**src/verilog/memBridge_consts.svh**
```systemverilog
`ifndef MEMBRIDGE_CONSTS_SVH
`define MEMBRIDGE_CONSTS_SVH

// byte address width into the internal RAM
`define MB_ADDR_W 12

// RAM size in bytes, matches the address width
`define MB_RAM_DEPTH 4096

// queue entries per port
// also the credits each requester holds after reset
`define MB_REQ_DEPTH 2

// access length field, holds 1, 2 or 4
`define MB_LEN_W 3

`endif

```
**src/verilog/memBridgePkg.sv**
```systemverilog
`include "memBridge_consts.svh"

package memBridgePkg;

    typedef logic [`MB_ADDR_W-1:0] addr_t;

    typedef logic [31:0] word_t;

    typedef logic [7:0] byte_t;

    // length in bytes
    typedef logic [`MB_LEN_W-1:0] len_t;

    // owner of a request, carried down to the assembler
    typedef enum logic {
        SRC_FETCH,
        SRC_DATA
    } reqSrc_e;

    typedef enum logic {
        SEQ_IDLE,
        SEQ_BEAT
    } seqState_e;

endpackage

```
**src/verilog/memReqArbiter.sv**
```systemverilog
`timescale 1ns/100ps
`include "memBridge_consts.svh"

module memReqArbiter (
    input  logic                    clk,
    input  logic                    rst,
    input  logic                    i_fetchValid,
    input  memBridgePkg::addr_t     i_fetchAddr,
    input  logic                    i_dataValid,
    input  logic                    i_dataStore,
    input  memBridgePkg::len_t      i_dataLen,
    input  memBridgePkg::addr_t     i_dataAddr,
    input  memBridgePkg::word_t     i_dataWdata,
    input  logic                    i_reqTake,
    output logic                    o_reqValid,
    output memBridgePkg::reqSrc_e   o_reqSrc,
    output logic                    o_reqStore,
    output memBridgePkg::len_t      o_reqLen,
    output memBridgePkg::addr_t     o_reqAddr,
    output memBridgePkg::word_t     o_reqWdata,
    output logic                    o_fetchCredit,
    output logic                    o_dataCredit
);
    localparam int DEPTH = `MB_REQ_DEPTH;
    localparam int PTR_W = (DEPTH > 1) ? $clog2(DEPTH) : 1;
    localparam int CNT_W = $clog2(DEPTH + 1);

    memBridgePkg::addr_t fetchAddrQ [DEPTH];
    logic [PTR_W-1:0]    fetchWrPtr;
    logic [PTR_W-1:0]    fetchRdPtr;
    logic [CNT_W-1:0]    fetchCnt;

    logic                dataStoreQ [DEPTH];
    memBridgePkg::len_t  dataLenQ [DEPTH];
    memBridgePkg::addr_t dataAddrQ [DEPTH];
    memBridgePkg::word_t dataWdataQ [DEPTH];
    logic [PTR_W-1:0]    dataWrPtr;
    logic [PTR_W-1:0]    dataRdPtr;
    logic [CNT_W-1:0]    dataCnt;

    logic fetchAvail;
    logic dataAvail;
    logic popFetch;
    logic popData;

    function automatic logic [PTR_W-1:0] nextPtr(input logic [PTR_W-1:0] ptr);
        if (ptr == PTR_W'(DEPTH - 1)) begin
            return '0;
        end
        return ptr + 1'b1;
    endfunction

    // credits bound arrivals, so a push never meets a full queue
    always_ff @(posedge clk) begin
        if (rst) begin
            fetchWrPtr <= '0;
            fetchRdPtr <= '0;
            fetchCnt   <= '0;
            dataWrPtr  <= '0;
            dataRdPtr  <= '0;
            dataCnt    <= '0;
        end else begin
            if (i_fetchValid) fetchWrPtr <= nextPtr(fetchWrPtr);
            if (popFetch) fetchRdPtr <= nextPtr(fetchRdPtr);
            fetchCnt <= fetchCnt + CNT_W'(i_fetchValid) - CNT_W'(popFetch);
            if (i_dataValid) dataWrPtr <= nextPtr(dataWrPtr);
            if (popData) dataRdPtr <= nextPtr(dataRdPtr);
            dataCnt <= dataCnt + CNT_W'(i_dataValid) - CNT_W'(popData);
        end
    end

    always_ff @(posedge clk) begin
        if (i_fetchValid) begin
            fetchAddrQ[fetchWrPtr] <= i_fetchAddr;
        end
        if (i_dataValid) begin
            dataStoreQ[dataWrPtr] <= i_dataStore;
            dataLenQ[dataWrPtr]   <= i_dataLen;
            dataAddrQ[dataWrPtr]  <= i_dataAddr;
            dataWdataQ[dataWrPtr] <= i_dataWdata;
        end
    end

    assign fetchAvail = (fetchCnt != '0);
    assign dataAvail  = (dataCnt != '0);

    // data port wins whenever it has something queued
    assign o_reqValid = dataAvail || fetchAvail;
    assign popData    = i_reqTake && dataAvail;
    assign popFetch   = i_reqTake && !dataAvail && fetchAvail;

    always_comb begin
        if (dataAvail) begin
            o_reqSrc   = memBridgePkg::SRC_DATA;
            o_reqStore = dataStoreQ[dataRdPtr];
            o_reqLen   = dataLenQ[dataRdPtr];
            o_reqAddr  = dataAddrQ[dataRdPtr];
            o_reqWdata = dataWdataQ[dataRdPtr];
        end else begin
            o_reqSrc   = memBridgePkg::SRC_FETCH;
            o_reqStore = 1'b0;
            o_reqLen   = memBridgePkg::len_t'(4);
            o_reqAddr  = fetchAddrQ[fetchRdPtr];
            o_reqWdata = '0;
        end
    end

    assign o_fetchCredit = popFetch;
    assign o_dataCredit  = popData;

endmodule

```
**config.mk**
```make
export PLATFORM = sky130hd
export DESIGN_NAME = memReqArbiter
export DESIGN_NICKNAME = d
export VERILOG_FILES = /design/src/verilog/memBridgePkg.sv /design/src/verilog/memReqArbiter.sv
export VERILOG_INCLUDE_DIRS = /design/src /design/src/verilog
export SDC_FILE = /design/constraint.sdc
export NUM_CORES = 1
export LEC_CHECK = 0
export ABC_AREA = 1
export ABC_CLOCK_PERIOD_IN_PS = 4300
export BUFFER_PORTS_ARGS = -buffer_cell sky130_fd_sc_hd__buf_2
export CORE_AREA = 10 10 129 120
export DETAILED_ROUTE_END_ITERATION = 6
export DIE_AREA = 0 0 139 130
export GPL_TIMING_DRIVEN = 0
export PLACE_DENSITY_LB_ADDON = 0.05
export SYNTH_ARGS = -nofsm -noshare
export SYNTH_HDL_FRONTEND = slang
export SYNTH_SLANG_ARGS = --single-unit
```
**constraint.sdc**
```tcl
create_clock -name clk -period 4.3 [get_ports clk]
set_input_delay 0.86 -clock clk [delete_from_list [all_inputs] [get_ports clk]]
set_output_delay 0.86 -clock clk [all_outputs]
set_load 0.02 [all_outputs]
```
# ---- Word-level counts from Yosys, hierarchy flattened
# Memory sizes are Yosys's and may differ from the RTL's. A register that Yosys moved wholly into a read port is not among the register bits.
# Index checks and enable logic that the tools add are counted.
dict set report word_totals {
  out_inout_bits 52
  mem_count 5
  input_bits 65
  regBits 8
  mem_bits_rw 120
  elab_cells 65
}
dict set report classes {
  n_addsub 8
  n_mux 39
  n_reduce_logical 7
}
# name depth width read_ports rd_ports_with_merged_regs write_ports line_no
set memory_table {}
lappend memory_table {dataWdataQ 2 32 1 1 1 memReqArbiter.sv:36} ;# memBridgePkg::word_t dataWdataQ [DEPTH];
lappend memory_table {dataAddrQ 2 12 1 1 1 memReqArbiter.sv:35} ;# memBridgePkg::addr_t dataAddrQ [DEPTH];
lappend memory_table {fetchAddrQ 2 12 1 1 1 memReqArbiter.sv:28} ;# memBridgePkg::addr_t fetchAddrQ [DEPTH];
lappend memory_table {dataLenQ 2 3 1 1 1 memReqArbiter.sv:34} ;# memBridgePkg::len_t dataLenQ [DEPTH];
lappend memory_table {dataStoreQ 2 1 1 1 1 memReqArbiter.sv:33} ;# logic dataStoreQ [DEPTH];
# operator count
set ops {}
lappend ops {{$mux W1} 36}
lappend ops {{$mux W32} 1}
lappend ops {{$mux W12} 1}
lappend ops {{$add A1 B1 Y1 const B} 4}
lappend ops {{$add A2 B1 Y2} 2}
lappend ops {{$reduce_bool A2 Y1} 2}
lappend ops {{$sub A2 B1 Y2} 2}
lappend ops {{$logic_and A1 B1 Y1} 3}
lappend ops {{$mux W3} 1}
lappend ops {{$logic_not A1 Y1} 1}
lappend ops {{$logic_or A1 B1 Y1} 1}

# ---- Depth between registers and ports, before layout
dict set report depth {
  ltp_word 9
  ltp_mapped 11
  ltp_nobuf 11
}

# ---- Worst setup path after synthesis
# Ideal clock, no wire load.
dict set report synth_path {
  path_kind {input-to-reg}
  startpoint {input i_dataValid}
  endpoint {memory dataAddrQ[0][0] (netlist bit), enable pin}
  path_stages 2
  path_slack_ps 929
  arrival_ps 2917
  n_path_buf 0
  setup_ps 455
  required_time_ps 3845
  cell_sequence {inv_1 nor2_1}
}
dict set report synth_via {
  elab_chain_cells 2
}
# item line_no
set synth_lines {}
lappend synth_lines {{start: declaration} memReqArbiter.sv:9} ;# input logic i_dataValid,
lappend synth_lines {{$mux W1} memReqArbiter.sv:76} ;# if (i_dataValid) begin
lappend synth_lines {{$mux W1 (not written as such)} memReqArbiter.sv:79} ;# dataAddrQ[dataWrPtr] <= i_dataAddr;
lappend synth_lines {{end: declaration} memReqArbiter.sv:35}
# Every way passes these cells.

# ---- Worst setup path in the final report
dict set report layout_path {
  startpoint {register dataCnt[0]}
  endpoint {output o_reqAddr[2]}
}
dict set report layout_via {
  elab_chain_cells 2
}
# item line_no
set layout_lines {}
lappend layout_lines {{start: declaration} memReqArbiter.sv:39} ;# logic [CNT_W-1:0] dataCnt;
lappend layout_lines {{start signal: assignment} memReqArbiter.sv:68} ;# dataCnt <= dataCnt + CNT_W'(i_dataValid) - CNT_W'(popData);
lappend layout_lines {{$reduce_bool A2 Y1} memReqArbiter.sv:85} ;# assign dataAvail = (dataCnt != '0);
lappend layout_lines {{$mux W12} memReqArbiter.sv:93} ;# if (dataAvail) begin
lappend layout_lines {{end: declaration} memReqArbiter.sv:19} ;# output memBridgePkg::addr_t o_reqAddr,
# Every way passes these cells.

==> run metrics <==
final total power=4.22 mW; vertical die dimension=130 um; CTS max path bufs=2; number of max-cap violations=0; drt via density=4.65; start point of the worst min-delay path=fetchWrPtr; post-synthesis instance area=0.00501 mm^2; origin of the critical flop-to-flop path=dataCnt[0]; Tot GR Track Use=12.9%; ports placed on the boundary=117; hold endpoint=fetchWrPtr; final worst path period share=58.3%; antenna violations before repair=0; placed cell count=673; Seq cells post-synth=130; Port-buffer cells=116; clock-pin transition on the worst setup and hold timing paths=50 ps; area delta synth->final=26.8%; area enclosed by the die boundary=0.0181 mm^2; yosys warns=0; dpl hpwl=8080 um; global-route wire length before repair=17700 um; number of instances in the synthesized netlist=387; Cells on Worst Hold Path=2; total CTS buffers=17; final RePlAce weighted congestion=0.746; clock skew=7.21 ps; Resized cells post-CTS=0; worst-path maximum fanout=10; vias in the first global route=3357; run status=finished, final reports clean; final setup slack of the worst path=1790 ps; terminus of the critical flop-to-flop path=dataCnt[1]; post-synth net total=456; pin count of the biggest net entering global routing=34; endpoints failing hold=0; width of the die=139 um; sequential-to-total area share from yosys stat=75.9%; maximum resistive drop on vdd=0.347 mV; total negative slack for setup checks=0 ps; Hold WC Path Type=flop to flop; Finished Layout Cells=703; final critical path time including I/O delays and setup=2510 ps; layout cell share with drive strength beyond 1=31.0%; number of buffers inserted for hold repair after clock tree synthesis=0; leakage power=2.61 nW; root buf cell=clkbuf_16; violation count after the first detailed-route iteration=138; Worst Setup Path Type=flop to output pin; Setup violations, final=0; Net count, final=593; startpoint types=flop; required time of the worst setup path=3440 ps; post-route antenna net violation count=0; pin slew with the least headroom to its limit=1060 ps; Clk Latency, worst-skew pair=400 ps; initial core utilization=38.8%; first-pass iteration count of the detailed router=4; drt total wl=11600 um; CTS Sinks=130; worst slew margin relative to its limit=29.1%; depth of the worst register-to-register path=8; number of levels the H-tree was split into=4; number of diodes added for antenna fixing=0; count of standard-cell rows=40; Residual DRC=0; f_max=399 MHz; via count of the routed design=3271; Post-Place Worst Slack=1970 ps; arrival time at the worst endpoint=1650 ps; capturing element type of the critical path=output pin; top library cells by usage in the layout, fill and taps aside=buf_2 (124), edfxtp_1 (120), nand2_1 (95); mean post-synth cell area=12.9 um^2; core box area=0.0129 mm^2; number of pins exceeding their max-slew limit in the final report=0; areal power density over the cells=663 mW/mm^2; commonest non-fill, non-tap cell in the layout=buf_2; TritonCTS clock tree=built; worst setup slack for register-to-register paths=2490 ps; post-CTS setup repair buffer count=0; unrepaired setup endpoints after global routing=no; per-cell routed wire length=16.5 um; Congestion Overflow GR=0; Synth cell types=19
==> through the flow <==
stage          utilization (%)  cell area, um^2  hold WS, ps
4_1_cts                   49.2             6360          512
6_report                  49.2             6360          512
2_1_floorplan                -             5010          467
3_5_place_dp              45.3             5850          497
3_3_place_gp              44.9             5800          483
5_1_grt                   49.2             6360          546
==> critical path: stages, from the launching register on <==
cell and delay [ps]:
dfxtp_1 330, nor2_4 240, buf_6 190, o211ai_1 110
o21ai_0 140, buf_2 230
==> cell usage after synthesis <==
cell type | count | area share, %
edfxtp_1 | 120 | 72
nand2_1 | 95 | 7.1
a21oi_1 | 37 | 3.7
inv_1 | 28 | 2.1
nor2_1 | 26 | 1.9
o21ai_0 | 16 | 1.6
o211ai_1 | 12 | 1.8
dfxtp_1 | 10 | 4.0
buf_2 | 8 | 0.80
o21ai_1 | 8 | 0.80
buf_4 | 6 | 0.90
nand3_1 | 5 | 0.50
buf_6 | 4 | 0.90
ha_1 | 4 | 1.0
inv_2 | 2 | 0.15
nor3_1 | 2 | 0.20
or2_2 | 2 | 0.25
nand4_1 | 1 | 0.12
nor2_4 | 1 | 0.22
==> sequential cells by signal, indices dropped and copies added, names as in the netlist, named ones only <==
register / count
dataWdataQ: 64
dataAddrQ: 24
fetchAddrQ: 24
dataLenQ: 6
dataCnt: 2
dataStoreQ: 2
fetchCnt: 2
dataRdPtr: 1
dataWrPtr: 1
fetchRdPtr: 1
fetchWrPtr: 1
==> layer usage <==
layer / share of wire [%] / track usage [%] / vias to the layer above
li1: - / - / 1624
met1: 44 / 15.3 / 1531
met5: 0 / 0 / -
met4: 1.2 / 5.27 / 0
met2: 48 / 20.4 / 101
met3: 7.1 / 5.41 / 15
==> final cells by class <==
class	count	area [um^2]
Buffer	18	130
Clock buffer	20	437
Clock inverter	10	70.1
Fill cell	1170	6560
Inverter	30	113
Multi-Input combinational cell	209	972
Sequential cell	130	3800
Tap cell	168	210
Timing Repair Buffer	118	621
==> logic make-up after synthesis <==
group                    share of synthesized area (%)
AO/OA/AOI/OAI                                     7.89
adder cells (fa/ha/maj)                          0.999
buffers and inverters                             4.84
flip-flops                                        75.9
AND/OR/NAND/NOR                                   10.4
==> power breakdown <==
group	leakage [nW]	switching [mW]	total (mW)	internal (mW)
registers	1.21	0.0373	1.52	1.48
logic	1.15	0.993	1.46	0.466
clock network	0.253	0.464	1.24	0.772
==> worst max path at each step <==
stage / cells past startpoint / from / endpoint / slack (ps)
floorplan: 2 / i_dataValid / dataAddrQ[0][0] / 930
global placement: 3 / i_dataValid / dataWdataQ[0][24] / -680
detailed placement: 4 / i_dataValid / dataWdataQ[0][24] / 1970
CTS: 5 / dataCnt[0] / o_reqAddr[10] / 1760
global route: 5 / dataCnt[0] / o_reqValid / 1660
finish: 5 / dataCnt[0] / o_reqAddr[2] / 1790
Note: power is estimated with default switching activity, not from simulation.
