<file path="src/verilog/memBridge_consts.svh">
`ifndef MEMBRIDGE_CONSTS_SVH
`define MEMBRIDGE_CONSTS_SVH

// byte address width into the internal RAM
`define MB_ADDR_W 12

// RAM size in bytes, matches the address width
`define MB_RAM_DEPTH 4096

// queue entries per port
// also the credits each requester holds after reset
`define MB_REQ_DEPTH 2

// access length field, holds 1, 2 or 4
`define MB_LEN_W 3

`endif

</file>
<file path="src/verilog/memBridgePkg.sv">
`include "memBridge_consts.svh"

package memBridgePkg;

    typedef logic [`MB_ADDR_W-1:0] addr_t;

    typedef logic [31:0] word_t;

    typedef logic [7:0] byte_t;

    // length in bytes
    typedef logic [`MB_LEN_W-1:0] len_t;

    // owner of a request, carried down to the assembler
    typedef enum logic {
        SRC_FETCH,
        SRC_DATA
    } reqSrc_e;

    typedef enum logic {
        SEQ_IDLE,
        SEQ_BEAT
    } seqState_e;

endpackage

</file>
<file path="src/verilog/wordAssembler.sv">
`timescale 1ns/100ps

module wordAssembler (
    input  logic                    clk,
    input  logic                    rst,
    input  logic                    i_ioFull,
    input  logic                    i_rdValid,
    input  memBridgePkg::byte_t     i_rdByte,
    input  memBridgePkg::reqSrc_e   i_rdSrc,
    input  logic [1:0]              i_rdIdx,
    input  logic                    i_rdLast,
    input  logic                    i_storeDone,
    output logic                    o_fetchDone,
    output memBridgePkg::word_t     o_fetchInst,
    output logic                    o_dataDone,
    output memBridgePkg::word_t     o_dataRdata
);
    memBridgePkg::word_t holdWord;
    memBridgePkg::word_t lastWord;
    logic                fetchDoneR;
    logic                dataDoneR;
    logic [1:0]          pendStore;
    logic [1:0]          pendNext;
    logic                wordDone;
    logic                dataLoadDone;

    assign wordDone     = i_rdValid && i_rdLast;
    assign dataLoadDone = wordDone && (i_rdSrc == memBridgePkg::SRC_DATA);
    assign pendNext     = pendStore + {1'b0, i_storeDone};

    // merge the final byte and zero the bytes above it
    always_comb begin
        lastWord = holdWord;
        lastWord[8*i_rdIdx +: 8] = i_rdByte;
        for (int b = 0; b < 4; b++) begin
            if (b > i_rdIdx) lastWord[8*b +: 8] = 8'h00;
        end
    end

    always_ff @(posedge clk) begin
        if (!i_ioFull && i_rdValid && !i_rdLast) begin
            holdWord[8*i_rdIdx +: 8] <= i_rdByte;
        end
    end

    // a store finishing next to a data load waits one cycle behind it
    always_ff @(posedge clk) begin
        if (rst) begin
            fetchDoneR <= 1'b0;
            dataDoneR  <= 1'b0;
            pendStore  <= '0;
        end else if (!i_ioFull) begin
            fetchDoneR <= wordDone && (i_rdSrc == memBridgePkg::SRC_FETCH);
            if (dataLoadDone) begin
                dataDoneR <= 1'b1;
                pendStore <= pendNext;
            end else if (pendNext != '0) begin
                dataDoneR <= 1'b1;
                pendStore <= pendNext - 2'd1;
            end else begin
                dataDoneR <= 1'b0;
            end
        end
    end

    always_ff @(posedge clk) begin
        if (!i_ioFull) begin
            if (wordDone && (i_rdSrc == memBridgePkg::SRC_FETCH)) begin
                o_fetchInst <= lastWord;
            end
            if (dataLoadDone) begin
                o_dataRdata <= lastWord;
            end else if (pendNext != '0) begin
                o_dataRdata <= '0;
            end
        end
    end

    // pulses wait out a stall
    assign o_fetchDone = fetchDoneR && !i_ioFull;
    assign o_dataDone  = dataDoneR && !i_ioFull;

endmodule

</file>
<file path="config.mk">
export PLATFORM = sky130hd
export DESIGN_NAME = wordAssembler
export DESIGN_NICKNAME = d
export VERILOG_FILES = /design/src/verilog/memBridgePkg.sv /design/src/verilog/wordAssembler.sv
export VERILOG_INCLUDE_DIRS = /design/src /design/src/verilog
export SDC_FILE = /design/constraint.sdc
export NUM_CORES = 1
export LEC_CHECK = 0
export BUFFER_PORTS_ARGS = -buffer_cell sky130_fd_sc_hd__buf_2
export CORE_ASPECT_RATIO = 0.6
export CORE_MARGIN = 2
export CORE_UTILIZATION = 49
export CTS_CLUSTER_SIZE = 16
export DETAILED_ROUTE_END_ITERATION = 8
export PLACE_DENSITY_LB_ADDON = 0.15
export SETUP_SLACK_MARGIN = 0.4
export SYNTH_ARGS = -nofsm -noshare
export SYNTH_HDL_FRONTEND = slang
export SYNTH_SLANG_ARGS = --single-unit
</file>
<file path="constraint.sdc">
create_clock -name clk -period 4.56 [get_ports clk]
set_clock_uncertainty 0.1 [all_clocks]
set_input_delay 0.456 -clock clk [delete_from_list [all_inputs] [get_ports clk]]
set_output_delay 0.456 -clock clk [all_outputs]
set_load 0.05 [all_outputs]
</file>
# == After elaboration in Yosys (flattened, before gate mapping) ==
# Index checks and enable logic that the tools add are counted.
# totals
reg_bits,100
wordCells,39
ram_bits,0
output_inout_bits,66
memories,0
latch_bits,0
mem_bits_ro,0
inputBits,17
# op_classes
mul,0
mux,10
n_eq_ne,0
bitwise,2
add_sub_neg,3
magnitude_cmp,3
shift,2
reduce_logical,13
div_mod_pow,0
# op_table
cell,n
32-bit two-way mux,2
5-bit negation with 34-bit output,1
8-bit by 34-bit variable shift with 32-bit output (first input constant),1
8-bit by 34-bit indexed part select with 32-bit output,1
32-bit bitwise mux,1
8-bit two-way mux,3
1-bit logical AND,7
2-bit > comparator (first input constant),2
2-bit two-way mux,2
2-bit AND reduction,2
2-bit nonzero test,2
2-bit by 1-bit adder with 2-bit output,1
1-bit by 2-bit > comparator with 1-bit output (first input constant),1
1-bit zero test,2
1-bit two-way mux,2
1-bit inverter,2
2-bit by 1-bit subtractor with 2-bit output (second input constant),1

# == Logic depth before layout (Yosys ltp) ==
# Gate-level depths: netlist of run 1.
# logic_depth
ltp_word,5
mapped_depth,7
mapped_depth_nobuf,5

# == Worst setup path before layout of run 1 ==
# No wires, ideal clock.
# synth_path
path_kind,input port to flip-flop
start,in i_ioFull
end,"reg o_fetchInst[0], enable pin"
arrival_time_ns,3.864
stages,2
t_required_ns,3.954
slack_ns,0.090
path_cell_list,clkbuf_1 nor4bb_1
# synth_via
elab_chain_len,2
# synth_lines
item,line_no,rtl
start: declaration,wordAssembler.sv:6,"input logic i_ioFull,"
1-bit inverter (no source line),n/a,
2-bit AND reduction (no source line),n/a,
end signal: assignment,wordAssembler.sv:69,o_fetchInst <= lastWord;
end: declaration,wordAssembler.sv:14,"output memBridgePkg::word_t o_fetchInst,"
# No other way between the ends.
# A chain may end at the register's enable or synchronous reset.

# == Worst setup path in the final report of run 1 ==
# layout_path
start,in i_rdIdx[0]
end,reg o_fetchInst[26] (data pin)
# layout_via
elab_chain_len,4
# layout_lines
item,line_no,rtl
start: declaration,wordAssembler.sv:10,"input logic [1:0] i_rdIdx,"
5-bit negation with 34-bit output,wordAssembler.sv:34,lastWord[8*i_rdIdx +: 8] = i_rdByte;
8-bit by 34-bit indexed part select with 32-bit output / 8-bit by 34-bit variable shift with 32-bit output (equally long branches),wordAssembler.sv:34,
32-bit bitwise mux,wordAssembler.sv:34,
8-bit two-way mux (*),wordAssembler.sv:36,if (b > i_rdIdx) lastWord[8*b +: 8] = 8'h00;
via lastWord[26],wordAssembler.sv:19,memBridgePkg::word_t lastWord;
# Mark *: on every way through the listed nets, which the timed path passes. The rest lies on a longest branch.

==> flow_summary.yaml, run 1 <==
status:
  outcome: "finished, final reports clean"
routing:
  drt_iter0_drc: 209
  wl_per_cell_um: 16.8
  route.detailed.drc: 0
  first_pass_iters: 4
  avgViaCountPerCell: 5.08
  wl_um: 8390
  ant_nets: 0
  vias: 2533
flow_run:
  maxCapViolCount: 0
sta:
  setup_viol: 0
  finalHoldViolCount: 0
  fmax_mhz: 443
  timing.hold.ws_ns: 0.233
  period_needed_ns: 2.26
  worst_pin_slew_ns: 0.694
  final.setup.tns_ns: 0
  slew-limit-headroom: 0.536
  rsz0062_at_grt: "no"
  drv_slew: 0
  fin_crit_sh: 0.495
floorplanning:
  initial_core_util: 0.516
  pin_count: 83
  die-area_mm2: 0.00924
  dieHeight_um: 75.3
  coreArea_mm2: 0.00804
  die_w_um: 123
  rows: 25
setup_path:
  start_kind: "input pin"
  worstSetupPathType: "in -> reg"
  path_max_fanout: 13
  reg2reg_depth: 6
  rr_startpoint: "pendStore[0]$_SDFFE_PP0P_"
  worstPathArrival_ns: 2.38
  rr_endpoint: "o_dataRdata[22]$_SDFFCE_PN0P_"
  cp-end-kind: "register"
  required_ns: 4.68
  rrSetupSlack_ns: 2.56
clock_tree:
  cts.sinks: 100
  htree_levels: 3
  clk_pin_slew_ns: 0.07
  tritoncts: "yes"
  cts_hold_buf: 0
  clk_latency_ns: 0.34
  max-clock-path-buffers: 2
  post_cts_buffers: 0
  cts_buffers: 9
  post_cts_resize_count: 0
  cts_root_buffer: "clkbuf_16"
yosys:
  netlist_instances: 300
  yosys.cell_types.count: 33
  avgSynthCellArea_um2: 13.8
  syn_area_mm2: 0.00415
  ys_seq_area_frac: 0.715
  synth_seq_cells: 100
  ys_warn_count: 0
  synth_nets: 326
placed_design:
  portBuffers: 82
  hpwl_um: 5560
  place_congestion: 0.803
power:
  power_leakage_nw: 2.04
  ir_drop_mv: 0.225
  powerDensity_mw_per_mm2: 426
global_route:
  grt_start_max_net_pins: 34
  grt_pass1_wl_um: 12600
  antenna_found_initial: 0
  grt_pass1_vias: 2357
  grt-ovfl-total: 0
  grt.total_usage: 0.192
final_layout:
  drive_gt1_frac: 0.284
  syn_to_final_growth_pct: 20.3
  post-route-util: 0.621
  nets: 412
  antenna_cells: 0
hold_path:
  whs_path_depth: 2
  hp-class: "in -> reg"
  hold-path-endpoint: "fetchDoneR$_SDFFE_PP0N_"
  min_from: "rst"
-- layout by cell type, fill, tap and decap left out, drive strengths merged --
cell	Yosys	layout
clkinv	1	5
and4b	1	1
and2	3	3
a32oi	8	8
nand3	1	1
nor2	39	39
or4b	1	1
nor4bb	2	2
o22ai	3	3
inv	25	25
and3b	2	2
and4bb	1	1
nand2	20	20
dfxtp	4	4
a21o	4	4
xnor2	2	2
nor2b	21	21
bufinv	0	1
and2b	3	3
a22o	1	1
ha	9	9
a21oi	10	10
or2	2	2
a211oi	2	2
nor3b	2	2
clkbuf	6	10
a31oi	13	13
nand4	1	1
buf	5	86
mux2i	1	1
clkinvlp	0	1
nand2b	10	10
o2bb2ai	1	1
edfxtp	96	96
-- cell families after synthesis --
logic type      Yosys count  share of synthesized area
flops                   100                      0.715
simple gates            109                      0.139
mux                       1                    0.00241
compound gates           42                     0.0782
fa+ha+maj                 9                     0.0272
buf+inv                  37                     0.0350
xor+xnor                  2                    0.00423
-- cell usage after synthesis (all sizes together) --
cell      n  area, um2
o2bb2ai   1       8.76
clkbuf    6       22.5
nand2    20       75.1
nand2b   10       62.6
nand4     1       6.26
dfxtp     4       80.1
or2       2       12.5
and4bb    1       12.5
nor2     39        146
and4b     1       10.0
o22ai     3       60.1
a22o      1       8.76
nor4bb    2       20.0
a21o      4       30.0
nor3b     2       20.0
ha        9        113
and2b     3       22.5
edfxtp   96       2880
mux2i     1       10.0
a21oi    10       50.1
xnor2     2       17.5
a31oi    13       81.3
a32oi     8       70.1
and2      3       18.8
nand3     1       5.00
and3b     2       17.5
buf       5       25.0
inv      25       93.8
or4b      1       13.8
clkinv    1       3.75
a211oi    2       15.0
nor2b    21        131
-- per-layer routing --
layer  track usage  part of all wire  vias up
li1              -                 -     1250
met1         0.279              0.47     1181
met2         0.285              0.44       92
met5             0                 0        -
met4        0.0575             0.011        0
met3        0.0523             0.086       10
-- power breakdown --
group	switching [mW]	internal [mW]
Clock	0.320	0.425
Combinational	0.234	0.0700
Sequential	0.0130	1.06
Total	0.567	1.56
-- worst max-delay path by stage --
| stage | startpoint | to | slack, ns | cells after the start |
|---|---|---|---|---|
| finish | i_rdIdx[0] | o_fetchInst[26]$_DFFE_PP_ | 2.30 | 6 |
| global route | i_rdIdx[0] | o_fetchInst[26]$_DFFE_PP_ | 2.14 | 6 |
| global placement | i_rdIdx[0] | o_fetchInst[24]$_DFFE_PP_ | 2.03 | 6 |
| CTS | i_rdIdx[0] | o_fetchInst[26]$_DFFE_PP_ | 2.30 | 6 |
| detailed placement | i_rdIdx[0] | o_fetchInst[26]$_DFFE_PP_ | 1.96 | 6 |
| floorplan | i_ioFull | holdWord[0]$_DFFE_PP_ | 0.92 | 2 |
-- sequential cells by signal, indices dropped and copies added, names as in the netlist --
| name | count |
|---|---|
| o_fetchInst | 32 |
| o_dataRdata | 32 |
| dataDoneR | 1 |
| fetchDoneR | 1 |
| pendStore | 2 |
| holdWord | 32 |
-- cell type report --
type                       instances  area [um2]
timing repair buffer              86         440
inverter                          26        97.6
tap                              108         135
fill                             646        3050
clock buffer                      10         229
multi-input combinational        163        1060
sequential                       100        2960
clock inverter                     6        65.1
-- stage by stage --
stage,setup slack (ns),area [um2],cells,total power [mW]
after floorplan,0.919,4150,300,1.32
after global placement,2.03,4690,483,1.40
after detailed placement,1.96,4690,483,1.40
after CTS,2.30,4990,499,2.14
after global routing,2.14,4990,499,2.19
final,2.30,4990,499,2.13
-- critical path, stage by stage --
cell	delay (ns)
buf_2	0.16
clkinv_1	0.31
ha_1	0.48
or4b_4	0.65
o22ai_4	0.17
and2_1	0.15
Note: power is estimated with default switching activity, not from simulation.
==> inputs of run 2 (changes only) <==
Clock period 4.56 ns to 2.2 ns, I/O delays scaled along.
==> flow_summary.yaml, run 2 (synthesis gave the netlist of run 1 again) <==
routing:
  vias: 2627
  m1WireLength_um: 4350
  ant_nets: 0
  route.detailed.drc: 0
  wl_met2_um: 4020
  dr_wl_met3_um: 619
  wl_per_cell_um: 17.9
  drt_iter0_drc: 194
  avgViaCountPerCell: 5.14
  wl_um: 9120
  first_pass_iters: 4
  top_layer_used: "met5"
sta:
  finalHoldViolCount: 0
  fmax_mhz: 553
  drv_slew: 0
  setup_viol: 0
  slew-limit-headroom: 0.620
  period_needed_ns: 1.81
  final.setup.tns_ns: 0
  worst_pin_slew_ns: 0.570
  rsz0062_at_grt: "yes"
  fin_crit_sh: 0.822
floorplanning:
  coreArea_mm2: 0.00804
  die_w_um: 123
  die-area_mm2: 0.00924
  dieHeight_um: 75.3
  initial_core_util: 0.516
  rows: 25
  pin_count: 83
placed_design:
  place_congestion: 0.747
  dp_cells: 490
  portBuffers: 82
  hpwl_um: 6050
final_layout:
  nFillCells: 628
  top_regs: "holdWord: 32 flops, o_dataRdata: 32 flops, o_fetchInst: 32 flops"
  final_cell_mix: "96 x edfxtp_1, 82 x buf_2, 39 x nor2_1"
  syn_to_final_growth_pct: 26.1
  drive_gt1_frac: 0.325
  antenna_cells: 0
  nets: 425
  stdcell_count: 511
  final_common_cell: "edfxtp_1"
clock_tree:
  clk_pin_slew_ns: 0.06
  cts.sinks: 100
  max-clock-path-buffers: 2
  tritoncts: "yes"
  htree_levels: 3
  cts_root_buffer: "clkbuf_16"
  cts_buffers: 9
  clk_latency_ns: 0.34
setup_path:
  worstSetupPathType: "reg -> reg"
  slowest_delay_ns: 0.33
  cp-end-kind: "register"
  critPathSlowestCell: "dfxtp_2"
  path_max_fanout: 6
  start_kind: "register"
  cpMostUsedCell: "ha_4"
  worstPathArrival_ns: 1.77
  path_cells: "ha_4 > xnor2_4 > ha_4 > a21o_4 > clkinvlp_4 > buf_12 > clkbuf_16"
  required_ns: 2.16
global_route:
  grt-ovfl-total: 0
  grt_pass1_wl_um: 14000
  grt.total_usage: 0.212
  grt_start_max_net_pins: 33
  grt_pass1_vias: 2642
  antenna_found_initial: 1
hold_path:
  hp-class: "in -> reg"
power:
  power_leakage_nw: 2.12
  powerDensity_mw_per_mm2: 865
  ir_drop_mv: 0.412
flow_run:
  maxCapViolCount: 0
status:
  outcome: "finished, final reports clean"
-- run 2: cell count changes in the layout (fill, tap and decap cells not counted), sizes merged --
cell      delta
clkinvlp     +2
clkbuf       +2
inv          -1
buf         +11
clkinv       -2
-- run 2: stage by stage --
| step | utilization | worst slack (ns) | instance area [um2] | hold slack, ns | total power, mW |
|---|---|---|---|---|---|
| finish | 0.650 | 0.392 | 5230 | 0.0139 | 4.52 |
| global route | 0.650 | 0.360 | 5230 | 0.0230 | 4.67 |
| CTS | 0.633 | 0.409 | 5090 | 0.00181 | 4.45 |
| detailed placement | 0.598 | 0.221 | 4810 | 0.346 | 2.96 |
| global placement | 0.598 | 0.268 | 4810 | 0.339 | 2.94 |
| floorplan | - | 0.123 | 4240 | 0.189 | 2.76 |
-- run 2: final timing paths --
kind,from,end,slack (ns),cells past startpoint
worst min register to register,dataDoneR$_SDFFE_PP0N_,dataDoneR$_SDFFE_PP0N_,0.35,2
worst min-delay path,rst,dataDoneR$_SDFFE_PP0N_,0.01,2
worst max-delay path,pendStore[0]$_SDFFE_PP0P_,o_dataRdata[20]$_SDFFCE_PN0P_,0.39,7
worst max register to register,pendStore[0]$_SDFFE_PP0P_,o_dataRdata[20]$_SDFFCE_PN0P_,0.39,7
-- run 2: cell type report --
class	instances	area [um2]	share of cell area
clock buffers	10	229	0.0438
clock inverters	5	53.8	0.0103
inverters	26	103	0.0196
multi-input cells	163	1130	0.216
flip-flops and latches	100	2960	0.567
well taps	108	135	0.0258
repair buffers	99	614	0.118
-- run 2: metal layers --
layer,up-vias,global-route usage
met4,2,0.0549
met3,12,0.0659
met5,-,0
met2,85,0.324
met1,1254,0.300
li1,1274,-
-- run 2: timing repair --
action	4_1_cts	5_1_grt
setup endpoints to repair	0	32
hold buffers	0	0
gates resized for setup	0	7
buffers inserted	0	3
-- run 2: worst max-delay path: cells and delay by family, from the launching register on --
kind / cells / cell delay (ns)
AOI/OAI and AO/OA: 1 / 0.23
xor gates and xnor gates: 1 / 0.13
adders and majority gates: 2 / 0.36
buffers and inverters: 3 / 0.38
DFF: 1 / 0.33
-- run 2: where the power goes --
part	switching, mW	internal [mW]
clock network	0.639	0.869
logic	0.530	0.247
registers	0.0318	2.21
total	1.20	3.32
