[config.mk]
export PLATFORM = sky130hd
export DESIGN_NAME = byteSequencer
export DESIGN_NICKNAME = d
export VERILOG_FILES = /design/src/verilog/memBridgePkg.sv /design/src/verilog/byteSequencer.sv
export VERILOG_INCLUDE_DIRS = /design/src /design/src/verilog
export SDC_FILE = /design/constraint.sdc
export NUM_CORES = 1
export LEC_CHECK = 0
export BUFFER_PORTS_ARGS = -buffer_cell sky130_fd_sc_hd__buf_4
export CORE_MARGIN = 1
export CORE_UTILIZATION = 35
export DETAILED_ROUTE_END_ITERATION = 8
export PLACE_DENSITY = 0.57
export SETUP_SLACK_MARGIN = 0.15
export SLEW_MARGIN = 20
export SYNTH_ARGS = -nofsm -noshare
export SYNTH_HDL_FRONTEND = slang
export SYNTH_SLANG_ARGS = --single-unit
[constraint.sdc]
create_clock -name clk -period 7.5 [get_ports clk]
set_input_delay 0.75 -clock clk [delete_from_list [all_inputs] [get_ports clk]]
set_output_delay 0.75 -clock clk [all_outputs]
set_load 0.01 [all_outputs]
[src/verilog/memBridge_consts.svh]
`ifndef MEMBRIDGE_CONSTS_SVH
`define MEMBRIDGE_CONSTS_SVH

// byte address width into the internal RAM
`define MB_ADDR_W 12

// RAM size in bytes, matches the address width
`define MB_RAM_DEPTH 4096

// queue entries per port
// also the credits each requester holds after reset
`define MB_REQ_DEPTH 2

// access length field, holds 1, 2 or 4
`define MB_LEN_W 3

`endif

[src/verilog/memBridgePkg.sv]
`include "memBridge_consts.svh"

package memBridgePkg;

    typedef logic [`MB_ADDR_W-1:0] addr_t;

    typedef logic [31:0] word_t;

    typedef logic [7:0] byte_t;

    // length in bytes
    typedef logic [`MB_LEN_W-1:0] len_t;

    // owner of a request, carried down to the assembler
    typedef enum logic {
        SRC_FETCH,
        SRC_DATA
    } reqSrc_e;

    typedef enum logic {
        SEQ_IDLE,
        SEQ_BEAT
    } seqState_e;

endpackage

[src/verilog/byteSequencer.sv]
`timescale 1ns/100ps

module byteSequencer (
    input  logic                    clk,
    input  logic                    rst,
    input  logic                    i_ioFull,
    input  logic                    i_reqValid,
    input  memBridgePkg::reqSrc_e   i_reqSrc,
    input  logic                    i_reqStore,
    input  memBridgePkg::len_t      i_reqLen,
    input  memBridgePkg::addr_t     i_reqAddr,
    input  memBridgePkg::word_t     i_reqWdata,
    output logic                    o_reqTake,
    output logic                    o_beatValid,
    output logic                    o_beatWrite,
    output memBridgePkg::addr_t     o_beatAddr,
    output memBridgePkg::byte_t     o_beatWbyte,
    output memBridgePkg::reqSrc_e   o_beatSrc,
    output logic [1:0]              o_beatIdx,
    output logic                    o_beatLast,
    output logic                    o_storeDone
);
    memBridgePkg::seqState_e state;
    logic [1:0]              byteCnt;

    // request being split
    memBridgePkg::reqSrc_e   curSrc;
    logic                    curStore;
    memBridgePkg::len_t      curLen;
    memBridgePkg::addr_t     curAddr;
    memBridgePkg::word_t     curWdata;

    memBridgePkg::len_t      lastIdx;
    logic                    isLast;
    logic                    issue;
    logic                    take;

    assign lastIdx = curLen - memBridgePkg::len_t'(1);
    assign isLast  = (state == memBridgePkg::SEQ_BEAT) &&
                     (memBridgePkg::len_t'(byteCnt) == lastIdx);
    assign issue   = (state == memBridgePkg::SEQ_BEAT) && !i_ioFull;

    // next request is taken while the last beat goes out, no bubble
    assign take = !i_ioFull && ((state == memBridgePkg::SEQ_IDLE) || isLast);

    always_ff @(posedge clk) begin
        if (rst) begin
            state   <= memBridgePkg::SEQ_IDLE;
            byteCnt <= '0;
        end else if (!i_ioFull) begin
            if (take) begin
                byteCnt <= '0;
                if (i_reqValid) begin
                    state <= memBridgePkg::SEQ_BEAT;
                end else begin
                    state <= memBridgePkg::SEQ_IDLE;
                end
            end else begin
                byteCnt <= byteCnt + 2'd1;
            end
        end
    end

    always_ff @(posedge clk) begin
        if (take && i_reqValid) begin
            curSrc   <= i_reqSrc;
            curStore <= i_reqStore;
            curLen   <= i_reqLen;
            curAddr  <= i_reqAddr;
            curWdata <= i_reqWdata;
        end
    end

    assign o_reqTake   = take;
    assign o_beatValid = issue;
    assign o_beatWrite = curStore;
    assign o_beatAddr  = curAddr + memBridgePkg::addr_t'(byteCnt);
    assign o_beatWbyte = curWdata[8*byteCnt +: 8];
    assign o_beatSrc   = curSrc;
    assign o_beatIdx   = byteCnt;
    assign o_beatLast  = isLast;

    // store completes at issue of its last write
    assign o_storeDone = issue && curStore && isLast;

endmodule

After elaboration in Yosys (flattened, before gate mapping)

Cells that the tools add are included.
Widths: inputs -> output; s select.

Flip-flop bits (word level): 52
Latch bits: 0
Bits in writable memories: 0
ROM bits: 0
Logic and storage cells: 25
Memories kept: 0

$add $sub $neg: 3
Multipliers: 0
Divide/modulo/power cells: 0
Order comparisons: 0
Equal/unequal tests: 1
Shift-type cells: 1
Mux-type cells: 2
Bitwise logic cells: 2
Reduce and logical (&&, ||, !) cells: 9

Operator list:

| operator            | number |
|---|---|
| $shiftx 32x6->8     | 1 |
| $add 12x2->12       | 1 |
| $logic_and 1x1->1   | 6 |
| $eq 2x3->1          | 1 |
| $sub 3x1->3 const B | 1 |
| $add 2x1->2 const B | 1 |
| $mux 2              | 1 |
| $not 1->1           | 2 |
| $reduce_and 2->1    | 1 |
| $logic_not 1->1     | 1 |
| $logic_or 1x1->1    | 1 |
| $mux 1              | 1 |

Longest topological paths before layout

Gate-level depths: netlist of run 1.

Depth in word-level cells: 6
Mapped depth: 6
Depth with buffers taken out: 6

Least setup slack after synthesis of run 1

Ideal clock, no wire load.

Path type: register to register
From: register curLen[0]
To: register curAddr[0], enable pin
Setup time: 0.410 ns
Arrival time: 2.253 ns
Data required time: 7.090 ns
Path slack: 4.837 ns
Stages on the path, launching flop included: 6
Clock period less this slack: 2.663 ns
Path through: edfxtp_1 inv_1 ha_1 xnor2_1 nor3_2 o21a_1

Cells in the longest elaborated chain, start to end: 6

RTL lines:

| what                   | RTL line            | text |
|---|---|---|
| from (decl)            | byteSequencer.sv:29 | `memBridgePkg::len_t curLen;` |
| from (signal assigned) | byteSequencer.sv:68 | `curLen <= i_reqLen;` |
| $sub 3x1->3            | byteSequencer.sv:38 | `assign lastIdx = curLen - memBridgePkg::len_t'(1);` |
| $eq 2x3->1             | byteSequencer.sv:40 | `(memBridgePkg::len_t'(byteCnt) == lastIdx);` |
| $logic_and 1x1->1      | byteSequencer.sv:39 | `assign isLast = (state == memBridgePkg::SEQ_BEAT) &&` |
| $logic_or 1x1->1       | byteSequencer.sv:44 | `assign take = !i_ioFull && ((state == memBridgePkg::SEQ_IDLE) \|\| isLast);` |
| $logic_and 1x1->1      | byteSequencer.sv:44 |  |
| $logic_and 1x1->1      | byteSequencer.sv:65 | `if (take && i_reqValid) begin` |
| to (signal assigned)   | byteSequencer.sv:69 | `curAddr <= i_reqAddr;` |
| to (decl)              | byteSequencer.sv:30 | `memBridgePkg::addr_t curAddr;` |

Every way passes these cells.
A chain may end at the register's enable or synchronous reset.

Worst setup path in the final report of run 1

From: register byteCnt[0] (netlist: o_beatIdx[0])
To: output port o_beatAddr[10]

Cells in the longest elaborated chain, start to end: 1

RTL lines:

| what                   | RTL line            | text |
|---|---|---|
| from (decl)            | byteSequencer.sv:24 | `logic [1:0] byteCnt;` |
| from (signal assigned) | byteSequencer.sv:59 | `byteCnt <= byteCnt + 2'd1;` |
| $add 12x2->12          | byteSequencer.sv:77 | `assign o_beatAddr = curAddr + memBridgePkg::addr_t'(byteCnt);` |
| to (decl)              | byteSequencer.sv:16 | `output memBridgePkg::addr_t o_beatAddr,` |

Every way passes these cells.

==> results of run 1 <==
-- cell families (layout without fill, tap and decap cells) --
logic type,after synthesis,after routing,synth area share
flip-flops,52,52,0.717
multiplexers,8,8,0.0879
adder cells (fa/ha/maj),4,4,0.0270
XOR/XNOR,13,13,0.0533
AND/OR/NAND/NOR,26,26,0.0657
AO/OA/AOI/OAI,8,8,0.0270
buffers and inverters,11,97,0.0217
-- worst max-delay path: cells and delay by family (launching register included) --
family / cells / cell delay, ps
XOR/XNOR: 1 / 170
adder cells (fa/ha/maj): 2 / 670
buffers and inverters: 2 / 200
flip-flops: 1 / 850
AND/OR/NAND/NOR: 2 / 470
-- area by class of cell --
class / instances / area [um2] / share of cell area
Tap cell: 75 / 93.8 / 0.0320
Clock inverter: 2 / 35.0 / 0.0120
Inverter: 9 / 33.8 / 0.0115
Clock buffer: 6 / 72.6 / 0.0248
Multi-Input combinational cell: 59 / 564 / 0.192
Timing Repair Buffer: 80 / 601 / 0.205
Sequential cell: 52 / 1530 / 0.522
-- per-stage QoR --
stage	area, um2	hold WS (ps)	util	worst slack [ps]
after global routing	2930	586	0.498	3870
after detailed placement	2820	543	0.479	4370
after global placement	2820	519	0.479	4410
after CTS	2930	558	0.497	4050
final	2930	559	0.498	4110
after floorplan	2130	494	-	4840
-- worst max path at each step --
stage,start,end,slack [ps]
floorplan,curLen[0],curAddr[0],4840
global placement,o_beatIdx[0],o_beatAddr[10],4410
detailed placement,o_beatIdx[0],o_beatAddr[10],4370
CTS,o_beatIdx[0],o_beatAddr[10],4050
global route,o_beatIdx[0],o_beatAddr[10],3870
finish,o_beatIdx[0],o_beatAddr[10],4110
-- state kept, by name (all words and copies together) (netlist names) --
register	flops
o_beatSrc	1
state	1
o_beatWrite	1
curAddr	12
curWdata	32
o_beatIdx	2
curLen	3
-- per-layer routing --
layer,GRT usage,share of wire
met2,0.236,0.52
met4,0.0482,0.0054
met5,0,0
met1,0.155,0.40
met3,0.0352,0.070
-- synthesized netlist by cell type, types with 2 or more instances --
library cell	n	area share
nor2_1	5	0.0088
nand2_1	5	0.0088
inv_1	9	0.016
nor2b_1	2	0.0059
dfxtp_1	3	0.028
nor3_1	2	0.0047
edfxtp_1	49	0.69
a211oi_1	2	0.0070
mux4_2	6	0.063
ha_1	3	0.018
o21a_1	2	0.0070
xnor2_1	6	0.025
xor2_1	7	0.029
nand3b_1	2	0.0070
mux4_1	2	0.025
nand3_1	2	0.0047
nor4_1	3	0.0088
-- power by group through the flow --
stage | logic (mW) | registers (mW) | clock network, mW
2_1_floorplan | 0.0235 | 0.344 | 0
3_3_place_gp | 0.0575 | 0.346 | 0
3_5_place_dp | 0.0592 | 0.346 | 0
4_1_cts | 0.0594 | 0.340 | 0.190
5_1_grt | 0.0640 | 0.341 | 0.200
6_report | 0.0589 | 0.339 | 0.183
==> run_results.csv, run 1 <==
group,metric,value,unit
grt,grt_max_degree,50,
finish,layout.filler_cells,524,
cts,insertion_delay,290,ps
timing,layout_worst_path_cycle_share,0.452,
logic_synthesis,syn-num-nets,179,
detailed_routing,avgViaCountPerCell,4.68,
placement,place.port_buffers,80,
power,cellInternalPower,0.467,mW
power,clock_power_share,0.315,
timing,tightestPinTransition,797,ps
worst_setup_path,critical_path_peak_fanout,15,
logic_synthesis,synth_edf_count,49,
cts,cts_tree,"yes",
finish,area.growth.synth_to_final,37.3,%
timing,setup-tns-final,0,ps
detailed_routing,routed_wirelength,4.07,mm
grt,overflow,0,
hold_path,min_delay_worst_endpoint,"state",
power,final_total_pwr,0.581,mW
finish,final_cell_count_no_fill,283,
power,peakVddDrop,0.0000951,V
floorplanning,floorplan.rows,28,
worst_setup_path,critical_path_required,6750,ps
job,drv.max_cap_violation_count,0,
timing,final_period_minus_worst_setup_slack,3390,ps
placement,finalWeightedCongestion,0.756,
power,flop_pwr_share,0.584,
cts,cts_hold_buf,0,
floorplanning,die_area,6420,um2
worst_setup_path,critPathSlowestCell,"dfxtp_1",
cts,cts.root.buffer_cell,"clkbuf_8",
outcome,run_status,"finished clean",
worst_setup_path,max_stage_delay,850,ps
worst_setup_path,timing.reg2reg.setup_slack,5010,ps
logic_synthesis,postSynth.asyncResetShare,0,
cts,post-cts-setup-buffers,0,
placement,post-place-cells,275,
timing,worst_clock_skew,5.56,ps
placement,dp_hpwl,3.02,mm
logic_synthesis,synth-seq-cells,52,
cts,post_cts_resized,0,
cts,tritoncts_buffers,5,
detailed_routing,drtAntennaViolNets,0,
worst_setup_path,worst_ep_arrival_time,2640,ps
logic_synthesis,syn_inst,122,
detailed_routing,router_iterations_before_antenna_repair,5,
power,switching_share,0.197,
power,power.net_switching,0.114,mW
hold_path,hold_path.class,"register to register",
floorplanning,start_util,0.363,
logic_synthesis,dominantRegCellSynth,"edfxtp_1",
finish,final_layout_net_count,264,
floorplanning,ioPinCount,81,
finish,layout.cells.most_common_list,"buf_4, edfxtp_1, inv_1, xor2_1",
cts,cts_max_path_buffers,2,
grt,grt_first_pass_wirelength,6.33,mm
timing,grt_setup_unrepaired,"no",
timing,hold_viol,0,
power,p_per_area,198,nW/um2
finish,mostFrequentLayoutCell,"buf_4",
cts,cts.htree.levels,2,
logic_synthesis,yosys.cell_types.count,29,
worst_setup_path,reg2reg_to,"curWdata[0]",
grt,first_global_vias,1408,
logic_synthesis,postSynthAreaPerCell,17.5,um2
worst_setup_path,setup.worst_path.end_class,"primary output",
finish,final_layout_size_suffix_gt1_frac,0.457,
finish,diodes_inserted,0,
detailed_routing,post-route-drc-count,0,
timing,final-max-slew-violation-count,0,
detailed_routing,drt_iter0_markers,55,
worst_setup_path,path_class,"register to primary output",
detailed_routing,route.detailed.wl_per_inst,14.4,um
worst_setup_path,path_depth_of_the_worst_reg2reg_path,3,
grt,track_usage,0.133,
power,share_of_power_burned_in_combinational_logic,0.101,
cts,cts.sinks,52,
worst_setup_path,startpoint_type,"register",
worst_setup_path,crit_chain,"ha_1, inv_1, fa_1, nand3b_1, nor3_1, xor2_1, buf_4",
floorplanning,die_y,80.1,um
logic_synthesis,yosysWarningCount,0,
grt,grt_antenna_before_repair,0,
hold_path,min_delay_path_depth,2,
logic_synthesis,synth-seq-area-share,0.717,
power,leakage,1.14,nW
cts,path_clk_slew,80,ps
detailed_routing,route.vias.total,1324,
timing,timing.final.setup_violations,0,
hold_path,timing.hold.worst.start,"state",
worst_setup_path,r2r_path_start,"o_beatIdx[0]",
logic_synthesis,netlist_area_pre_place,2130,um2
floorplanning,chipWidth,80.1,um
timing,timing.slew.headroom,0.468,
timing,fmax,295,MHz
floorplanning,fp.coreArea,5890,um2
(Power assumes the default switching activity.)
==> run 2, diff against run 1 <==
--- a/config.mk
+++ b/config.mk
@@ -6,11 +6,12 @@
 export SDC_FILE = /design/constraint.sdc
 export NUM_CORES = 1
 export LEC_CHECK = 0
+export ABC_AREA = 1
 export BUFFER_PORTS_ARGS = -buffer_cell sky130_fd_sc_hd__buf_4
 export CORE_MARGIN = 1
 export CORE_UTILIZATION = 35
 export DETAILED_ROUTE_END_ITERATION = 8
-export PLACE_DENSITY = 0.57
+export PLACE_DENSITY = 0.59
 export SETUP_SLACK_MARGIN = 0.15
 export SLEW_MARGIN = 20
 export SYNTH_ARGS = -nofsm -noshare
==> constraint.sdc (replaced) <==
create_clock -name clk -period 3.1 [get_ports clk]
set_input_delay 0.31 -clock clk [delete_from_list [all_inputs] [get_ports clk]]
set_output_delay 0.31 -clock clk [all_outputs]
set_load 0.01 [all_outputs]
==> run 2 against run 1 <==
Compared with the run above:
- synthesized area rose by 2.3%
- clock-buffer cell count rose by 1
- routed wire length rose by 6.1%
- sequential power rose by 140%
- design area rose by 2.6%
- sequential cell count did not move
- register-to-register slack got worse by 3900 ps
- utilization rose by 0.72 points
==> run_results.csv, run 2 <==
group,metric,value,unit
worst_setup_path,path_class,"register to primary output",
power,cellInternalPower,1.13,mW
worst_setup_path,timing.reg2reg.setup_slack,1150,ps
job,drv.max_cap_violation_count,0,
power,share_of_power_burned_in_combinational_logic,0.114,
power,leakage,1.25,nW
timing,layout_worst_path_cycle_share,0.752,
timing,setup-tns-final,0,ps
logic_synthesis,synth_edf_count,49,
worst_setup_path,worstPathBufferInverterCount,2,
grt,grt_max_degree,30,
finish,mostFrequentLayoutCell,"buf_4",
power,flop_pwr_share,0.572,
cts,insertion_delay,300,ps
power,clock_power_share,0.314,
cts,tritoncts_buffers,5,
finish,top_register,"curWdata",
power,power.net_switching,0.294,mW
detailed_routing,routed_wirelength,4.32,mm
detailed_routing,drt_iter0_markers,72,
worst_setup_path,critPathSlowestCell,"fa_1",
hold_path,timing.hold.worst.start,"i_reqWdata[15]",
worst_setup_path,startpoint_type,"register",
power,p_per_area,475,nW/um2
logic_synthesis,netlist_area_pre_place,2180,um2
power,switching_share,0.206,
cts,post-cts-setup-buffers,0,
logic_synthesis,yosysWarningCount,0,
cts,post_cts_resized,0,
finish,postLayoutCellArea,3010,um2
worst_setup_path,cp-endpoint,"o_beatAddr[8]",
timing,final-max-slew-violation-count,0,
timing,timing.final.setup_violations,0,
cts,cts_max_path_buffers,2,
floorplanning,fp.coreArea,5960,um2
timing,hold_viol,0,
worst_setup_path,critical_path_required,2790,ps
finish,final_layout_size_suffix_gt1_frac,0.388,
logic_synthesis,synth_most_common_cell,"edfxtp_1",
logic_synthesis,syn_inst,174,
timing,fmax,429,MHz
worst_setup_path,critical_path_cell_count,9,
worst_setup_path,crit_chain,"ha_1, inv_1, fa_1, nor2_2, nand2_2, nor2_2, nand2_2, xnor2_2, buf_4",
finish,area.growth.synth_to_final,37.7,%
logic_synthesis,top_post_synthesis_cells_by_area,"edfxtp_1, nor2_1, o21ai_0",
cts,cts_tree,"yes",
floorplanning,die_y,81.0,um
grt,track_usage,0.145,
logic_synthesis,synth_top_area_cell,"edfxtp_1",
worst_setup_path,worst_ep_arrival_time,2020,ps
logic_synthesis,synth.top_cell.area_share,0.674,
placement,dp_hpwl,3.15,mm
finish,layout.filler_cells,581,
cts,path_clk_slew,90,ps
worst_setup_path,setup.worst_path.start,"o_beatIdx[0]",
timing,tightestPinTransition,359,ps
finish,final_layout_net_count,319,
finish,final_cell_count_no_fill,338,
hold_path,hold_path.class,"primary input to register",
cts,cts.sinks,52,
logic_synthesis,postSynth.asyncResetShare,0,
floorplanning,floorplan.rows,28,
grt,first_global_vias,1564,
logic_synthesis,syn-num-nets,231,
timing,timing.slew.headroom,0.761,
worst_setup_path,setup.worst_path.end_class,"primary output",
detailed_routing,route.detailed.wl_per_inst,12.8,um
hold_path,min_delay_path_depth,1,
logic_synthesis,dominantRegCellSynth,"edfxtp_1",
logic_synthesis,postSynthAreaPerCell,12.6,um2
placement,place.port_buffers,80,
detailed_routing,route.vias.total,1541,
finish,largest_registers,"curWdata: 32 flops, curAddr: 12 flops, curLen: 3 flops",
finish,max_reg_flops,32,
detailed_routing,router_iterations_before_antenna_repair,4,
worst_setup_path,max_stage_delay,410,ps
grt,grt_antenna_before_repair,0,
finish,layout.cells.most_common_list,"buf_4, edfxtp_1, nor2_1, nand2_1",
finish,diodes_inserted,0,
worst_setup_path,path_delay_family,"adder cells",
logic_synthesis,yosys.cell_types.count,22,
cts,cts_hold_buf,0,
logic_synthesis,synth-seq-cells,52,
detailed_routing,avgViaCountPerCell,4.56,
floorplanning,ioPinCount,81,
floorplanning,start_util,0.367,
cts,cts.root.buffer_cell,"clkbuf_8",
logic_synthesis,synth-seq-area-share,0.701,
finish,multi_input_area,572,um2
grt,overflow,0,
worst_setup_path,path_depth_of_the_worst_reg2reg_path,10,
floorplanning,chipWidth,81.0,um
floorplanning,die_area,6560,um2
placement,placed_area,2900,um2
detailed_routing,post-route-drc-count,0,
cts,cts.htree.levels,2,
placement,post-place-cells,330,
timing,final_period_minus_worst_setup_slack,2330,ps
timing,grt_setup_unrepaired,"no",
grt,grt_first_pass_wirelength,7.05,mm
worst_setup_path,r2r_path_start,"curLen[0]",
worst_setup_path,reg2reg_to,"curWdata[0]",
logic_synthesis,synthTopCellsByCount,"edfxtp_1, nor2_1, nand2_1",
power,peakVddDrop,0.000249,V
worst_setup_path,critical_path_peak_fanout,3,
placement,finalWeightedCongestion,0.739,
finish,storage_element_area,1530,um2
outcome,run_status,"finished clean",
detailed_routing,drtAntennaViolNets,0,
timing,worst_clock_skew,8.06,ps
[run 2: changes by cell type in the layout (fill, tap and decap cells not counted), sizes merged, moves of 3 or more]
cell   delta
mux4      -8
nand3     +6
o21ai    +16
nor4      -3
inv       +7
nor2     +21
o22ai     +7
nand2    +19
buf       +6
[run 2: worst min-delay path by stage]
stage / slack, ps / to
finish: 180 / curWdata[15]
global route: 160 / curWdata[7]
CTS: 170 / curWdata[4]
detailed placement: 480 / state
global placement: 480 / state
floorplan: 410 / curAddr[0]
[run 2: power by group through the flow]
stage,sequential (mW),clock (mW),combinational (mW)
2_1_floorplan,0.833,0,0.0640
3_3_place_gp,0.832,0,0.163
3_5_place_dp,0.833,0,0.165
4_1_cts,0.817,0.468,0.165
5_1_grt,0.820,0.495,0.180
6_report,0.816,0.449,0.163
[run 2: area by class of cell]
cell class              instances  area share
repair buffers                 86       0.215
multi-input cells             101       0.190
inverters                      16      0.0200
clock inverters                 1     0.00998
flip-flops and latches         52       0.509
clock buffers                   7      0.0254
well taps                      75      0.0312
[run 2: logic make-up (layout without fill, tap and decap cells)]
group	count (synthesis)	count (layout)	share of synthesized area
simple gates	61	61	0.124
flops	52	52	0.701
compound gates	26	26	0.0641
buf+inv	21	110	0.0407
xor+xnor	10	10	0.0435
fa+ha+maj	4	4	0.0263
[run 2: through the flow]
| step | power (mW) | hold slack [ps] | setup WS [ps] | util |
|---|---|---|---|---|
| after floorplan | 0.897 | 409 | 337 | - |
| after global placement | 0.995 | 477 | 1120 | 0.487 |
| after detailed placement | 0.998 | 477 | 1080 | 0.487 |
| after CTS | 1.45 | 169 | 747 | 0.505 |
| after global routing | 1.49 | 158 | 601 | 0.505 |
| final | 1.43 | 181 | 767 | 0.505 |
[run 2: routing by layer]
metal | global-route usage | up-vias | wire, um
li1 | - | 774 | -
met5 | 0 | - | 0
met2 | 0.239 | 64 | 1960
met1 | 0.190 | 697 | 1980
met4 | 0.0429 | 0 | 49
met3 | 0.0326 | 6 | 319
==> run 3, diff against run 2 <==
--- a/config.mk
+++ b/config.mk
@@ -6,12 +6,12 @@
 export SDC_FILE = /design/constraint.sdc
 export NUM_CORES = 1
 export LEC_CHECK = 0
-export ABC_AREA = 1
+export ABC_AREA = 0
 export BUFFER_PORTS_ARGS = -buffer_cell sky130_fd_sc_hd__buf_4
 export CORE_MARGIN = 1
 export CORE_UTILIZATION = 35
 export DETAILED_ROUTE_END_ITERATION = 8
-export PLACE_DENSITY = 0.59
+export PLACE_DENSITY = 0.57
 export SETUP_SLACK_MARGIN = 0.15
 export SLEW_MARGIN = 20
 export SYNTH_ARGS = -nofsm -noshare
==> constraint.sdc (replaced) <==
create_clock -name clk -period 2.45 [get_ports clk]
set_input_delay 0.245 -clock clk [delete_from_list [all_inputs] [get_ports clk]]
set_output_delay 0.245 -clock clk [all_outputs]
set_load 0.01 [all_outputs]
==> run 3 against run 2 <==
Compared with the run above:
- worst setup slack got worse by 530 ps
- worst hold slack worse by 59 ps
- non-clock buffer count unchanged
- clock-buffer cell count fell by 2
- via count decreased by 13%
- final cell count down 14%
- design area fell by 0.96%
- sequential power is 26% higher
- routed wire length is 12% lower
- sequential cell count stayed put
- clock power up 23%
- utilization rose by 0.11 points
- critical path type unchanged
- critical endpoint is now o_beatAddr[10]
==> run_results.csv, run 3 (same netlist as run 1, synthesis figures left out) <==
group,metric,value,unit
detailed_routing,drt_iter0_markers,74,
worst_setup_path,cp-endpoint,"o_beatAddr[10]",
power,power.net_switching,0.348,mW
worst_setup_path,critical_path_required,2200,ps
worst_setup_path,path_delay_family,"adder cells",
timing,layout_worst_path_cycle_share,0.902,
power,flop_pwr_share,0.582,
outcome,run_status,"finished clean",
finish,top_register,"curWdata",
grt,first_global_vias,1227,
detailed_routing,post-route-drc-count,0,
timing,post-route-worst-setup-slack,240,ps
worst_setup_path,critPathSlowestCell,"dfxtp_2",
floorplanning,die_area,6420,um2
cts,insertion_delay,290,ps
cts,path_clk_slew,90,ps
grt,track_usage,0.124,
detailed_routing,router_iterations_before_antenna_repair,6,
worst_setup_path,worstPathBufferInverterCount,2,
power,p_per_area,595,nW/um2
cts,cts_tree,"yes",
placement,preCtsSetupSlack,402,ps
worst_setup_path,setup.worst_path.start,"o_beatIdx[0]",
grt,grt_max_degree,28,
worst_setup_path,max_stage_delay,340,ps
timing,fmax,453,MHz
detailed_routing,drtAntennaViolNets,0,
finish,final_layout_net_count,270,
power,cellInternalPower,1.43,mW
timing,tightestPinTransition,405,ps
finish,diodes_inserted,0,
timing,final_period_minus_worst_setup_slack,2210,ps
grt,grt_antenna_before_repair,0,
timing,hold_viol,0,
detailed_routing,route.detailed.wl_per_inst,13.2,um
timing,worst_clock_skew,3.52,ps
hold_path,hold_path.class,"primary input to register",
floorplanning,ioPinCount,81,
timing,final-max-slew-violation-count,0,
worst_setup_path,worst_ep_arrival_time,1960,ps
timing,timing.final.setup_violations,0,
worst_setup_path,path_depth_of_the_worst_reg2reg_path,6,
grt,overflow,0,
detailed_routing,routed_wirelength,3.80,mm
floorplanning,fp.coreArea,5890,um2
timing,setup-tns-final,0,ps
finish,area.growth.synth_to_final,39.6,%
timing,timing.slew.headroom,0.730,
cts,cts.htree.levels,2,
floorplanning,floorplan.rows,28,
placement,dp_hpwl,2.86,mm
finish,layout.cells.most_common_list,"buf_4, edfxtp_1, inv_1, xor2_1",
worst_setup_path,critical_path_cell_count,7,
worst_setup_path,startpoint_type,"register",
finish,mostFrequentLayoutCell,"buf_4",
timing,grt_setup_unrepaired,"yes",
power,leakage,1.17,nW
placement,place.port_buffers,80,
detailed_routing,route.vias.total,1341,
cts,tritoncts_buffers,5,
worst_setup_path,setup.worst_path.end_class,"primary output",
cts,cts_max_path_buffers,2,
worst_setup_path,crit_chain,"ha_2, inv_1, fa_2, nand3b_1, nor3_2, xor2_1, buf_4",
worst_setup_path,critical_path_peak_fanout,4,
power,share_of_power_burned_in_combinational_logic,0.106,
power,peakVddDrop,0.000380,V
floorplanning,start_util,0.363,
finish,final_cell_count_no_fill,289,
worst_setup_path,reg2reg_to,"curWdata[2]",
worst_setup_path,path_class,"register to primary output",
worst_setup_path,timing.reg2reg.setup_slack,440,ps
finish,final_util,0.506,
finish,max_reg_flops,32,
power,switching_share,0.196,
finish,largest_registers,"curWdata: 32 flops, curAddr: 12 flops, curLen: 3 flops",
finish,final_layout_size_suffix_gt1_frac,0.486,
placement,post-place-cells,279,
detailed_routing,avgViaCountPerCell,4.64,
job,drv.max_cap_violation_count,0,
worst_setup_path,r2r_path_start,"o_beatIdx[0]",
placement,finalWeightedCongestion,0.825,
grt,grt_first_pass_wirelength,5.68,mm
power,clock_power_share,0.312,
floorplanning,die_y,80.1,um
floorplanning,chipWidth,80.1,um
cts,cts.root.buffer_cell,"clkbuf_8",
cts,cts.sinks,52,
==> run 3: power groups by stage <==
stage	clock, mW	sequential [mW]	combinational (mW)
after floorplan	0	1.05	0.0722
final	0.554	1.03	0.188
after global placement	0	1.05	0.186
after detailed placement	0	1.05	0.190
after global routing	0.607	1.04	0.205
after CTS	0.579	1.03	0.191
==> run 3: area by class of cell <==
cell class	instances	area (um2)
Clock inverter	3	37.5
Inverter	9	33.8
Fill cell	507	2910
Sequential cell	52	1530
Timing Repair Buffer	86	646
Multi-Input combinational cell	59	568
Clock buffer	5	68.8
Tap cell	75	93.8
==> run 3: metal layers <==
layer / global-route usage / up-vias / wire, um
met3: 0.0386 / 4 / 268
met1: 0.152 / 631 / 1580
met5: 0 / - / 0
li1: - / 648 / -
met2: 0.203 / 58 / 1910
met4: 0.0482 / 0 / 41
==> run 3: worst min path at each step <==
stage,end,start,slack (ps),cells after the start
4_1_cts,curWdata[30],i_reqWdata[30],110,1
5_1_grt,curWdata[22],i_reqWdata[22],100,1
3_5_place_dp,curWdata[30],i_reqWdata[30],420,1
3_3_place_gp,curWdata[15],i_reqWdata[15],420,1
2_1_floorplan,o_beatIdx[1],rst,320,1
6_report,curWdata[30],i_reqWdata[30],120,1
==> run 3: through the flow <==
stage,cell area [um2],hold WS (ps),power [mW]
after floorplan,2140,318,1.12
after global placement,2850,423,1.24
after detailed placement,2850,424,1.24
after CTS,2970,107,1.80
after global routing,2980,99.6,1.85
final,2980,122,1.77
==> run 3: worst reg2reg max path: cells and delay by family, from the launching register on <==
family                 cells  cell delay (ps)
flip-flops                 1              330
XOR/XNOR                   1              180
AND/OR/NAND/NOR            1              360
AO/OA/AOI/OAI              1              190
buffers and inverters      3              630
==> run 3: repair_timing <==
item	in CTS	in global routing
pin swaps	0	2
resized for setup	1	3
buffers inserted	1	1
hold buffers	0	0
endpoints found under the setup margin	1	4
